===== src/mem_stage_pkg.sv =====
`default_nettype none

package mem_stage_pkg;

	// data path and byte address width
	localparam int DATA_W = 32;

	// size field of ldst_code, any code not listed acts as a byte
	localparam logic [2:0] LDST_B = 3'b000;
	localparam logic [2:0] LDST_H = 3'b001;
	localparam logic [2:0] LDST_W = 3'b010;

	// address bits 31:30 that select the IO register block
	localparam logic [1:0] IO_REGION = 2'b11;

	// address as seen by the IO block
	typedef struct packed {
		logic [1:0]  region;
		logic [13:0] unused;
		logic [13:0] word_idx;
		logic [1:0]  byte_off;
	} io_addr_t;

	// execute result word, read as memory byte address or as IO address
	typedef union packed {
		logic [DATA_W-1:0] mem_adr;
		io_addr_t          io;
	} data_addr_u;

endpackage

`default_nettype wire


===== src/io_bus_if.sv =====
`timescale 1ns/1ps
`default_nettype none

interface io_bus_if;

	// word index fields, byte offset already stripped
	logic                            we;
	logic [13:0]                     wadr;
	logic [mem_stage_pkg::DATA_W-1:0] wdata;
	logic [13:0]                     radr;
	logic                            radr_en;
	logic [mem_stage_pkg::DATA_W-1:0] rdata;

	modport initiator (
		output we, wadr, wdata, radr, radr_en,
		input  rdata
	);

	modport target (
		input  we, wadr, wdata, radr, radr_en,
		output rdata
	);

endinterface

`default_nettype wire


===== src/io_regs.sv =====
`timescale 1ns/1ps
`default_nettype none

module io_regs #(
	parameter int IO_WORDS = 64
) (
	input  logic    clk,
	input  logic    rst_n,
	io_bus_if.target bus
);

	localparam int IW = $clog2(IO_WORDS);

	logic [mem_stage_pkg::DATA_W-1:0] regs [IO_WORDS];
	logic [IW-1:0]                    widx;
	logic [IW-1:0]                    ridx;

	// low bits of the word index pick the register
	assign widx = bus.wadr[IW-1:0];
	assign ridx = bus.radr[IW-1:0];

	always_ff @(posedge clk or negedge rst_n) begin
		if (!rst_n) begin
			for (int i = 0; i < IO_WORDS; i++)
				regs[i] <= '0;
		end else if (bus.we) begin
			regs[widx] <= bus.wdata;
		end
	end

	// registered read port, refreshed while radr_en is held
	always_ff @(posedge clk) begin
		if (bus.radr_en)
			bus.rdata <= regs[ridx];
	end

endmodule

`default_nettype wire


===== src/flat_wrapper.sv =====
// flat-port wrapper written by rule: the top's interface ports become plain ports
module io_regs_flat 
#(
	parameter int IO_WORDS = 64
)
  (clk, rst_n, bus_we, bus_wadr, bus_wdata, bus_radr, bus_radr_en, bus_rdata);
  io_bus_if bus_i ();
  input  logic clk;
  input  logic rst_n;
  input wire logic [$bits(bus_i.we)-1:0] bus_we;
  input wire logic [$bits(bus_i.wadr)-1:0] bus_wadr;
  input wire logic [$bits(bus_i.wdata)-1:0] bus_wdata;
  input wire logic [$bits(bus_i.radr)-1:0] bus_radr;
  input wire logic [$bits(bus_i.radr_en)-1:0] bus_radr_en;
  output wire logic [$bits(bus_i.rdata)-1:0] bus_rdata;
  assign bus_i.we = bus_we;
  assign bus_i.wadr = bus_wadr;
  assign bus_i.wdata = bus_wdata;
  assign bus_i.radr = bus_radr;
  assign bus_i.radr_en = bus_radr_en;
  assign bus_rdata = bus_i.rdata;
  io_regs #(.IO_WORDS(IO_WORDS)) u_core (.clk(clk), .rst_n(rst_n), .bus(bus_i));
endmodule

===== config.mk =====
export PLATFORM = sky130hd
export DESIGN_NAME = io_regs_flat
export DESIGN_NICKNAME = d
export VERILOG_FILES = /design/src/mem_stage_pkg.sv /design/src/io_bus_if.sv /design/src/io_regs.sv /design/src/flat_wrapper.sv
export SDC_FILE = /design/constraint.sdc
export NUM_CORES = 2
export LEC_CHECK = 0
export BUFFER_PORTS_ARGS = -buffer_cell sky130_fd_sc_hd__buf_2
export CAP_MARGIN = 5
export CORE_MARGIN = 8
export CORE_UTILIZATION = 45
export CTS_CLUSTER_SIZE = 30
export DETAILED_ROUTE_END_ITERATION = 8
export HOLD_SLACK_MARGIN = 0.06
export MAX_ROUTING_LAYER = met4
export PLACE_DENSITY_LB_ADDON = 0.3
export SYNTH_ARGS = -nofsm -noshare
export SYNTH_HDL_FRONTEND = slang
export SYNTH_SLANG_ARGS = --single-unit
export TNS_END_PERCENT = 1

===== constraint.sdc =====
create_clock -name clk -period 1.9 [get_ports clk]
set_input_delay 0.285 -clock clk [delete_from_list [all_inputs] [get_ports clk]]
set_output_delay 0.285 -clock clk [all_outputs]
set_load 0.02 [all_outputs]

==> impl_metrics.tcl <==
set metrics [dict create \
    fin_crit_ns 2.01 \
    rrSetupSlack_ns -0.11 \
    placed_area_sq_mm 0.103 \
    drive_above_1_share_pct 48.8 \
    cp_max_fo 2 \
    overflow 0 \
    final_common_cell "dfrtp_1" \
    synth_nets 5884 \
    dp_hpwl_microns 178000 \
    synth_edf_count 32 \
    synth_seq_cells 2080 \
    htreeDepth 4 \
    syn_area_sq_mm 0.0935 \
    tightest_slew_ns 1.25 \
    r2r_start "u_core.regs[1673]" \
    layout_common_cells "dfrtp_1 (2048), mux2_2 (1362), mux2_1 (694)" \
    rsz0062_at_grt "true" \
    port_buffers 79 \
    synthCells 5820 \
    crit_type "reg2reg" \
    power.density_mw_per_mm2 1000 \
    die_w_microns 472 \
    antenna_found_initial 7 \
    place_inst 8682 \
    cp-start-kind "flip-flop" \
    fin_nets 6263 \
    die_area_sq_mm 0.223 \
    viasPerCell 6.04 \
    worstHoldStart "bus_radr_en" \
    via_count 54800 \
    required_ns 2.50 \
    n_fill_cell 16600 \
    seq_area_frac_synth_pct 55.8 \
    grt_busiest_layer "met2" \
    async_reset_ff_share_pct 98.5 \
    finalSetupViolCount 19 \
    maxCapViolCount 0 \
    hold_violations 0 \
    relSlewSlack_pct 16.5 \
    use_met3_pct 3.45 \
    clkTransAtPathRegs_ns 0.06 \
    violations "setup timing" \
    syn_avg_cell_area_sq_um 16.1 \
    rows 167 \
    grt_max_degree 111 \
    cts_tree "built" \
    grt_pass1_wl_microns 404000 \
    fin_cells 9086 \
    yosys.cell_types.count 44 \
    clock_path_buffers 3 \
    slew_violations 0 \
    gp_congestion 0.844 \
    gr-usage-met1_pct 35.2 \
    start_util_pct 45.2 \
    ir_drop_mv 0.970 \
    detail-route-antenna-nets 0 \
    clock_latency_ns 0.86 \
    die_h_microns 472 \
    drt_iter0_markers 4225 \
    synth_warnings 0 \
    dr.pass1.iters 7 \
    grtUsageMet2_pct 38.0 \
    cts-buffers-inserted 214 \
    drc 0 \
    cts_num_sinks 2080 \
    wl_per_cell_microns 29.7 \
    power_leakage_nw 51.4 \
    syn2layout_area_growth_pct 18.6 \
    synth_ff_type "dfrtp_1" \
    worstSetupEndpointType "flip-flop" \
    fin_util_pct 53.6 \
    coreArea_sq_mm 0.207 \
    wirelength_microns 270000 \
    fin_skew_ns 0.0345 \
    startpoint "u_core.regs[1673]" \
    track_usage_pct 24.9 \
    design_area_sq_mm 0.111 \
    hp-class "in2reg" \
    ios 96 \
    root_buffer "clkbuf_16" \
    period_share_pct 106 \
    grt_pass1_vias 58200 \
    crit_arrival_ns 2.61 \
    status "complete, but fails checks" \
    fmax_mhz 496 \
    setup_ws_ns -0.114 \
]
==> per-layer routing <==
| layer | vias up | share of wire (%) |
|---|---|---|
| li1 | 22500 | - |
| met4 | 0 | 3.4 |
| met1 | 30300 | 45 |
| met3 | 440 | 5.3 |
| met5 | - | 0 |
| met2 | 1636 | 47 |
==> synth_stat cells (9+ instances only) <==
cell type	n	area share (%)
a21oi_1	47	0.25
buf_1	95	0.38
buf_2	156	0.84
buf_4	35	0.28
buf_6	12	0.14
clkbuf_1	294	1.2
dfrtp_1	2048	55
edfxtp_1	32	1.0
mux2_1	694	8.4
mux2_2	1362	16
mux2i_1	84	0.90
mux4_2	538	13
nand2_1	61	0.24
nand3_1	13	0.070
nor2_1	106	0.43
nor2b_1	10	0.067
nor3_1	16	0.086
o21ai_0	9	0.048
o221ai_1	22	0.21
o22ai_1	101	0.68
==> registers in the layout, indices dropped and copies added (netlist names) <==
signal	flops
u_core.bus.rdata	32
u_core.regs	2048
==> timing repair <==
item | 4_1_cts | 5_1_grt
endpoints found under the hold margin | 2042 | 0
gates resized for setup | 57 | 28
setup endpoints to repair | 37 | 38
setup buffers | 0 | 1
pin swaps | 7 | 2
hold buffers | 5 | 0
==> cell type report <==
cell class	instances	area, sq um	share of cell area (%)
diodes	5	12.5	0.0113
clock buffers	325	6370	5.75
clock inverters	69	890	0.803
inverters	2	12.5	0.0113
multi-input cells	3146	39300	35.5
flip-flops and latches	2080	52200	47.1
well taps	2704	3380	3.05
repair buffers	755	8620	7.77
==> cell families after synthesis <==
group | after synthesis | synth area share, %
AOI/OAI and AO/OA | 204 | 1.38
buffers and inverters | 594 | 2.83
DFF | 2080 | 55.8
muxes | 2678 | 38.6
and+or+nand+nor | 264 | 1.32
==> report_power, final <==
part	internal (mW)	switching, mW
Clock	25.1	18.1
Combinational	8.37	6.22
Sequential	50.3	3.06
==> through the flow <==
stage | power (mW) | setup TNS (ns) | setup slack (ns) | hold WS [ns]
2_1_floorplan | 62.7 | -5.85 | -0.195 | -0.0106
5_1_grt | 115 | -1.59 | -0.133 | 0.0978
4_1_cts | 112 | -1.50 | -0.124 | 0.0888
6_report | 111 | -0.787 | -0.114 | 0.135
3_3_place_gp | 67.8 | -265.55 | -1.24 | 0.214
3_5_place_dp | 68.5 | -289.41 | -1.24 | 0.207
==> worst max-delay path: stages (launching register included) <==
cell and delay (ns):
dfrtp_1 0.39, mux4_2 0.48, mux4_2 0.55, o22ai_2 0.17
buf_4 0.13, nor2_1 0.03
==> final timing paths <==
kind	endpoint	cells past startpoint
hold / removal	u_core.bus.rdata[28]	2
min in group asynchronous	u_core.regs[1955]	3
setup reg to reg	u_core.bus.rdata[9]	5
max in group asynchronous	u_core.regs[815]	4
setup / recovery	u_core.bus.rdata[9]	5
hold reg to reg	u_core.regs[1350]	1
(Power assumes the default switching activity.)
