### src/mem_stage_pkg.sv
`default_nettype none

package mem_stage_pkg;

	// data path and byte address width
	localparam int DATA_W = 32;

	// size field of ldst_code, any code not listed acts as a byte
	localparam logic [2:0] LDST_B = 3'b000;
	localparam logic [2:0] LDST_H = 3'b001;
	localparam logic [2:0] LDST_W = 3'b010;

	// address bits 31:30 that select the IO register block
	localparam logic [1:0] IO_REGION = 2'b11;

	// address as seen by the IO block
	typedef struct packed {
		logic [1:0]  region;
		logic [13:0] unused;
		logic [13:0] word_idx;
		logic [1:0]  byte_off;
	} io_addr_t;

	// execute result word, read as memory byte address or as IO address
	typedef union packed {
		logic [DATA_W-1:0] mem_adr;
		io_addr_t          io;
	} data_addr_u;

endpackage

`default_nettype wire

### src/data_mem_if.sv
`timescale 1ns/1ps
`default_nettype none

interface data_mem_if;

	// request side, held as levels by the stage
	logic                            read_req;
	logic                            write_req;
	logic                            req_w;
	logic                            req_hw;
	logic [mem_stage_pkg::DATA_W-1:0] adr;
	logic [mem_stage_pkg::DATA_W-1:0] wdata;

	// one cycle answers from the controller
	logic                            read_valid;
	logic [mem_stage_pkg::DATA_W-1:0] rdata;
	logic                            write_finish;

	modport initiator (
		output read_req, write_req, req_w, req_hw, adr, wdata,
		input  read_valid, rdata, write_finish
	);

	modport target (
		input  read_req, write_req, req_w, req_hw, adr, wdata,
		output read_valid, rdata, write_finish
	);

endinterface

`default_nettype wire

### src/io_bus_if.sv
`timescale 1ns/1ps
`default_nettype none

interface io_bus_if;

	// word index fields, byte offset already stripped
	logic                            we;
	logic [13:0]                     wadr;
	logic [mem_stage_pkg::DATA_W-1:0] wdata;
	logic [13:0]                     radr;
	logic                            radr_en;
	logic [mem_stage_pkg::DATA_W-1:0] rdata;

	modport initiator (
		output we, wadr, wdata, radr, radr_en,
		input  rdata
	);

	modport target (
		input  we, wadr, wdata, radr, radr_en,
		output rdata
	);

endinterface

`default_nettype wire

### src/data_access.sv
`timescale 1ns/1ps
`default_nettype none

module data_access (
	input  logic                             clk,
	input  logic                             rst_n,
	// from execute
	input  logic                             cmd_ld_ma,
	input  logic                             cmd_st_ma,
	input  logic                             wbk_rd_reg_ma,
	input  logic [4:0]                       rd_adr_ma,
	input  logic [mem_stage_pkg::DATA_W-1:0] rd_data_ma,
	input  logic [mem_stage_pkg::DATA_W-1:0] st_data_ma,
	input  logic [2:0]                       ldst_code_ma,
	input  logic                             cpu_stat_dmrw,
	// to register write-back
	output logic [4:0]                       rd_adr_wb,
	output logic                             wbk_rd_reg_wb,
	output logic [mem_stage_pkg::DATA_W-1:0] wbk_data_wb,
	output logic                             dmrw_run,
	data_mem_if.initiator                    mem,
	io_bus_if.initiator                      io
);

	localparam logic [2:0] ST_IDLE = 3'b000;
	localparam logic [2:0] ST_READ = 3'b001;
	localparam logic [2:0] ST_WRTE = 3'b010;
	localparam logic [2:0] ST_IOR1 = 3'b101;
	localparam logic [2:0] ST_IOR2 = 3'b111;
	localparam logic [2:0] ST_IOWT = 3'b110;

	mem_stage_pkg::data_addr_u        ex_adr;
	logic                             sel_io;
	logic                             sel_mem;
	logic                             ld_mem_req;
	logic                             st_mem_req;
	logic                             size_w;
	logic                             size_hw;
	logic [2:0]                       state;
	logic [2:0]                       next_state;
	logic                             acc_done;
	logic                             req_w_dly;
	logic                             req_hw_dly;
	logic                             io_ren_dly;
	logic [mem_stage_pkg::DATA_W-1:0] ext_rdata;
	logic                             io_wb;
	logic                             mem_wb;
	logic                             alu_wb;

	// region decode on the execute result
	assign ex_adr     = rd_data_ma;
	assign sel_io     = (ex_adr.io.region == mem_stage_pkg::IO_REGION);
	assign sel_mem    = ~sel_io;
	assign ld_mem_req = cmd_ld_ma & sel_mem;
	assign st_mem_req = cmd_st_ma & sel_mem;
	assign size_w     = (ldst_code_ma == mem_stage_pkg::LDST_W);
	assign size_hw    = (ldst_code_ma == mem_stage_pkg::LDST_H);

	// requests drop once the access is done, so the controller can rearm
	assign mem.read_req  = ld_mem_req & ~acc_done;
	assign mem.write_req = st_mem_req & ~acc_done;
	assign mem.req_w     = size_w & sel_mem;
	assign mem.req_hw    = size_hw & sel_mem;
	assign mem.adr       = ex_adr.mem_adr;
	assign mem.wdata     = st_data_ma;

	// only word stores reach the IO block
	assign io.we      = cmd_st_ma & sel_io & size_w;
	assign io.wadr    = ex_adr.io.word_idx;
	assign io.wdata   = st_data_ma;
	assign io.radr    = ex_adr.io.word_idx;
	assign io.radr_en = cmd_ld_ma & sel_io;

	always_comb begin
		next_state = state;
		case (state)
			ST_IDLE: begin
				if (acc_done)
					next_state = ST_IDLE;
				else if (ld_mem_req)
					next_state = ST_READ;
				else if (st_mem_req)
					next_state = ST_WRTE;
				else if (io.radr_en)
					next_state = ST_IOR1;
				else if (io.we)
					next_state = ST_IOWT;
			end
			ST_READ: begin
				if (mem.read_valid)
					next_state = ST_IDLE;
			end
			ST_WRTE: begin
				if (mem.write_finish)
					next_state = ST_IDLE;
			end
			ST_IOR1: next_state = ST_IOR2;
			ST_IOR2: next_state = ST_IDLE;
			ST_IOWT: next_state = ST_IDLE;
			default: next_state = ST_IDLE;
		endcase
	end

	always_ff @(posedge clk or negedge rst_n) begin
		if (!rst_n)
			state <= ST_IDLE;
		else
			state <= next_state;
	end

	assign dmrw_run = (state != ST_IDLE) | (next_state != ST_IDLE);

	// keeps a finished command that is still held from starting again
	always_ff @(posedge clk or negedge rst_n) begin
		if (!rst_n)
			acc_done <= 1'b0;
		else if ((state != ST_IDLE) && (next_state == ST_IDLE))
			acc_done <= 1'b1;
		else if (!dmrw_run)
			acc_done <= 1'b0;
	end

	// load size and IO read enable, one cycle behind
	always_ff @(posedge clk or negedge rst_n) begin
		if (!rst_n) begin
			req_w_dly  <= 1'b0;
			req_hw_dly <= 1'b0;
			io_ren_dly <= 1'b0;
		end else begin
			io_ren_dly <= io.radr_en;
			if (ld_mem_req) begin
				req_w_dly  <= size_w;
				req_hw_dly <= size_hw;
			end
		end
	end

	// sign extension of the low bytes
	assign ext_rdata = req_w_dly  ? mem.rdata :
	                   req_hw_dly ? {{16{mem.rdata[15]}}, mem.rdata[15:0]} :
	                                {{24{mem.rdata[7]}}, mem.rdata[7:0]};

	assign io_wb  = io_ren_dly & ((state == ST_IOR1) | (state == ST_IOR2));
	assign mem_wb = mem.read_valid & (state == ST_READ);
	// plain ALU result, no memory access involved
	assign alu_wb = wbk_rd_reg_ma & cpu_stat_dmrw & ~cmd_ld_ma & ~cmd_st_ma &
	                (next_state == ST_IDLE);

	assign wbk_data_wb   = io_wb  ? io.rdata :
	                       mem_wb ? ext_rdata : rd_data_ma;
	assign wbk_rd_reg_wb = io_wb | mem_wb | alu_wb;
	assign rd_adr_wb     = rd_adr_ma;

endmodule

`default_nettype wire

### src/flat_wrapper.sv
// flat-port wrapper written by rule: the top's interface ports become plain ports
module data_access_flat 
  (clk, rst_n, cmd_ld_ma, cmd_st_ma, wbk_rd_reg_ma, rd_adr_ma, rd_data_ma, st_data_ma, ldst_code_ma, cpu_stat_dmrw, rd_adr_wb, wbk_rd_reg_wb, wbk_data_wb, dmrw_run, mem_read_req, mem_write_req, mem_req_w, mem_req_hw, mem_adr, mem_wdata, mem_read_valid, mem_rdata, mem_write_finish, io_we, io_wadr, io_wdata, io_radr, io_radr_en, io_rdata);
  data_mem_if mem_i ();
  io_bus_if io_i ();
  input  logic clk;
  input  logic rst_n;
  input  logic cmd_ld_ma;
  input  logic cmd_st_ma;
  input  logic wbk_rd_reg_ma;
  input  logic [4:0] rd_adr_ma;
  input  logic [mem_stage_pkg::DATA_W-1:0] rd_data_ma;
  input  logic [mem_stage_pkg::DATA_W-1:0] st_data_ma;
  input  logic [2:0] ldst_code_ma;
  input  logic cpu_stat_dmrw;
  output logic [4:0] rd_adr_wb;
  output logic wbk_rd_reg_wb;
  output logic [mem_stage_pkg::DATA_W-1:0] wbk_data_wb;
  output logic dmrw_run;
  output wire logic [$bits(mem_i.read_req)-1:0] mem_read_req;
  output wire logic [$bits(mem_i.write_req)-1:0] mem_write_req;
  output wire logic [$bits(mem_i.req_w)-1:0] mem_req_w;
  output wire logic [$bits(mem_i.req_hw)-1:0] mem_req_hw;
  output wire logic [$bits(mem_i.adr)-1:0] mem_adr;
  output wire logic [$bits(mem_i.wdata)-1:0] mem_wdata;
  input wire logic [$bits(mem_i.read_valid)-1:0] mem_read_valid;
  input wire logic [$bits(mem_i.rdata)-1:0] mem_rdata;
  input wire logic [$bits(mem_i.write_finish)-1:0] mem_write_finish;
  output wire logic [$bits(io_i.we)-1:0] io_we;
  output wire logic [$bits(io_i.wadr)-1:0] io_wadr;
  output wire logic [$bits(io_i.wdata)-1:0] io_wdata;
  output wire logic [$bits(io_i.radr)-1:0] io_radr;
  output wire logic [$bits(io_i.radr_en)-1:0] io_radr_en;
  input wire logic [$bits(io_i.rdata)-1:0] io_rdata;
  assign mem_read_req = mem_i.read_req;
  assign mem_write_req = mem_i.write_req;
  assign mem_req_w = mem_i.req_w;
  assign mem_req_hw = mem_i.req_hw;
  assign mem_adr = mem_i.adr;
  assign mem_wdata = mem_i.wdata;
  assign mem_i.read_valid = mem_read_valid;
  assign mem_i.rdata = mem_rdata;
  assign mem_i.write_finish = mem_write_finish;
  assign io_we = io_i.we;
  assign io_wadr = io_i.wadr;
  assign io_wdata = io_i.wdata;
  assign io_radr = io_i.radr;
  assign io_radr_en = io_i.radr_en;
  assign io_i.rdata = io_rdata;
  data_access u_core (.clk(clk), .rst_n(rst_n), .cmd_ld_ma(cmd_ld_ma), .cmd_st_ma(cmd_st_ma), .wbk_rd_reg_ma(wbk_rd_reg_ma), .rd_adr_ma(rd_adr_ma), .rd_data_ma(rd_data_ma), .st_data_ma(st_data_ma), .ldst_code_ma(ldst_code_ma), .cpu_stat_dmrw(cpu_stat_dmrw), .rd_adr_wb(rd_adr_wb), .wbk_rd_reg_wb(wbk_rd_reg_wb), .wbk_data_wb(wbk_data_wb), .dmrw_run(dmrw_run), .mem(mem_i), .io(io_i));
endmodule
### config.mk
export PLATFORM = sky130hd
export DESIGN_NAME = data_access_flat
export DESIGN_NICKNAME = d
export VERILOG_FILES = /design/src/mem_stage_pkg.sv /design/src/data_mem_if.sv /design/src/io_bus_if.sv /design/src/data_access.sv /design/src/flat_wrapper.sv
export SDC_FILE = /design/constraint.sdc
export NUM_CORES = 1
export LEC_CHECK = 0
export BUFFER_PORTS_ARGS = -buffer_cell sky130_fd_sc_hd__buf_2
export CAP_MARGIN = 15
export CORE_AREA = 2 2 120 122
export DETAILED_ROUTE_END_ITERATION = 16
export DIE_AREA = 0 0 122 124
export GPL_ROUTABILITY_DRIVEN = 0
export PLACE_DENSITY = 0.6
export SYNTH_ARGS = -nofsm -noshare
export SYNTH_HDL_FRONTEND = slang
export SYNTH_SLANG_ARGS = --single-unit
### constraint.sdc
create_clock -name clk -period 1.48 [get_ports clk]
set_input_delay 0.222 -clock clk [delete_from_list [all_inputs] [get_ports clk]]
set_output_delay 0.222 -clock clk [all_outputs]
set_load 0.02 [all_outputs]
==> results_dict.tcl <==
set metrics [dict create \
    first_global_vias 2124 \
    fmax_mhz 501 \
    netlist.area_leader.share_pct 43.8 \
    synth.most_common_cell "sky130_fd_sc_hd__buf_4" \
    ys_ff_latch 7 \
    skew_ns 0.000235 \
    hold_class "in2reg" \
    report.power.total_mw 3.68 \
    synth-main-ff-cell "sky130_fd_sc_hd__dfrtp_1" \
    port_buffers 206 \
    drt-vias-per-instance 3.93 \
    grt_max_degree 26 \
    rows 43 \
    synth-warning-count 0 \
    drt_iter0_drc 65 \
    rr_worst_depth 7 \
    cts.sinks 7 \
    cts-htree-levels 1 \
    syn_inst 287 \
    worst_pin_slew_ns 0.393 \
    power_per_cell_area_nw_per_um2 1070 \
    boundaryPins 313 \
    remaining_drc_errors 0 \
    wl_per_cell_um 14.6 \
    timing.setup.critical_path_class "reg2out" \
    whs_path_depth 3 \
    ir_drop_uv 436 \
    run_status "complete, but fails checks" \
    mappedNetlistArea_um2 2230 \
    crit_arrival_ns 1.78 \
    max_slew_margin_pct 73.7 \
    final_routed_wirelength_across_all_metal_layers_um 8360 \
    layout-area-overhead-vs-synth_pct 53.4 \
    tritoncts "done" \
    clk_latency_ns 0.23 \
    whs_ns 0.286 \
    antenna_cells 0 \
    cts-buffers-inserted 3 \
    timing.final.setup_violations 35 \
    drive_gt1_share_pct 83.0 \
    finalNonFillerCells 574 \
    dr.pass1.iters 4 \
    die_area_um2 15100 \
    unrepaired_setup_endpoints_after_global_routing "yes" \
    p_leak_nw 1.62 \
    finalWorstSetupSlack_ns -0.517 \
    synth.largest_area_cell "sky130_fd_sc_hd__buf_4" \
    placed_cells 557 \
    synth-edff-count 0 \
    max_cap_viol_count 0 \
    dr_total_vias 2255 \
    clk_pin_slew_worst_paths_ns 0.04 \
    post_synth.cell_area_avg_um2 7.77 \
    synth_nets 431 \
    antenna_violating_nets_post_route 0 \
    period_share_pct 135 \
    dp_hpwl_um 6980 \
    most_frequent_cells_after_synthesis "sky130_fd_sc_hd__buf_4, sky130_fd_sc_hd__a21oi_1, sky130_fd_sc_hd__nand2_1, sky130_fd_sc_hd__nor2_1, sky130_fd_sc_hd__o22ai_2" \
    worst_setup_path_end_kind "output pin" \
    failing_checks "negative setup slack" \
    grt_pass1_wl_um 11100 \
    ys_types 40 \
    die_h_um 124 \
    critical_path.max_fanout 8 \
    hold_viol_final 0 \
    initial_core_util_pct 16.3 \
    die_x_um 122 \
    overall_fraction_of_global_route_tracks_in_use_pct 9.78 \
    synth_seq_area_share_pct 7.86 \
    crit_path_start_kind "flip-flop" \
    core_region_area_um2 13700 \
    synthTopCellsByArea "sky130_fd_sc_hd__buf_4, sky130_fd_sc_hd__o22ai_2, sky130_fd_sc_hd__dfrtp_1, sky130_fd_sc_hd__a21oi_1, sky130_fd_sc_hd__a21oi_2" \
    clockRootBuffer "sky130_fd_sc_hd__clkbuf_16" \
    design.final.nets 539 \
    gr_overflow_total 0 \
    timing.final.max_slew_violations 0 \
    finalCriticalPeriod_ns 2.00 \
    required_ns 1.26 \
    async_reset_ff_share_pct 100 \
    clock_path_buffers 2 \
    antenna_violations_before_repair 1 \
]
-- worst max-delay path: stages (launching register included) --
cell and delay (ns):
sky130_fd_sc_hd__dfrtp_1 0.40, sky130_fd_sc_hd__and4bb_2 0.34, sky130_fd_sc_hd__nand2b_4 0.19, sky130_fd_sc_hd__buf_12 0.11
sky130_fd_sc_hd__buf_12 0.13, sky130_fd_sc_hd__o22ai_2 0.11, sky130_fd_sc_hd__a21oi_4 0.13, sky130_fd_sc_hd__buf_6 0.13
-- final timing paths --
check,from,end,slack [ns]
min in group asynchronous,rst_n,u_core.acc_done$_DFFE_PN0P_,0.36
min,ldst_code_ma[0],u_core.req_hw_dly$_DFFE_PN0P_,0.29
min reg2reg,u_core.req_hw_dly$_DFFE_PN0P_,u_core.req_hw_dly$_DFFE_PN0P_,0.61
max,u_core.state[2]$_DFF_PN0_,wbk_data_wb[21],-0.52
max reg2reg,u_core.state[0]$_DFF_PN0_,u_core.acc_done$_DFFE_PN0P_,-0.08
max in group asynchronous,rst_n,u_core.state[0]$_DFF_PN0_,0.95
-- cells by family after synthesis --
kind of cell           synth area share [%]
DFF                                    7.86
and+or+nand+nor                        12.1
buffers and inverters                  48.9
muxes                                  4.55
AOI/OAI and AO/OA                      26.7
-- metal layers --
metal	GRT usage [%]	share of wire, %	vias to the layer above
li1	-	-	1067
met4	3.09	2.4	2
met2	18.3	51	160
met5	0	0.16	-
met1	10.9	37	1000
met3	2.34	9.2	26
-- power by group --
group	switching, mW	total, mW	internal, mW
Combinational	1.44	2.92	1.48
Sequential	0.0532	0.298	0.245
Clock	0.0995	0.458	0.358
Total	1.60	3.68	2.08
-- flip-flops by register name, summed over array words and instances, names as in the netlist --
signal             flops
u_core.acc_done        1
u_core.state           3
u_core.req_hw_dly      1
u_core.req_w_dly       1
u_core.io_ren_dly      1
-- cells in the final DEF (no fill, tap or decap), types with 4 or more instances in the layout --
cell,count
sky130_fd_sc_hd__buf_2,178
sky130_fd_sc_hd__buf_4,32
sky130_fd_sc_hd__buf_6,28
sky130_fd_sc_hd__nand2_1,20
sky130_fd_sc_hd__a21oi_2,19
sky130_fd_sc_hd__o22ai_2,14
sky130_fd_sc_hd__a21oi_4,13
sky130_fd_sc_hd__nor2_1,11
sky130_fd_sc_hd__nor2_4,8
sky130_fd_sc_hd__buf_12,7
sky130_fd_sc_hd__dfrtp_1,6
sky130_fd_sc_hd__o22ai_4,5
sky130_fd_sc_hd__o22ai_1,5
sky130_fd_sc_hd__and3_1,4
-- area by class of cell --
type | count | area, µm²
sequential | 7 | 176
fill | 1513 | 10300
clock buffer | 4 | 78.8
tap | 180 | 225
timing repair buffer | 246 | 1600
inverter | 3 | 11.3
multi-input combinational | 134 | 1330
-- repair_timing --
item	CTS	global route
pin swaps	9	6
gates cloned	1	0
resized for setup	57	36
setup endpoints to repair	35	35
endpoints found under the hold margin	7	0
hold buffers	1	0
buffers inserted	9	4
-- metrics by stage --
step           setup TNS (ns)  instance area [µm²]  setup slack (ns)  utilization [%]
2_1_floorplan           -3.24                 2450            -0.150                -
3_3_place_gp            -7.23                 2860            -0.260             20.9
3_5_place_dp            -8.43                 2860            -0.277             20.9
4_1_cts                -16.29                 3270            -0.506             23.8
5_1_grt                -18.32                 3420            -0.578             24.9
6_report               -15.71                 3420            -0.517             24.9
No activity file was read; power rests on OpenSTA's default activity.
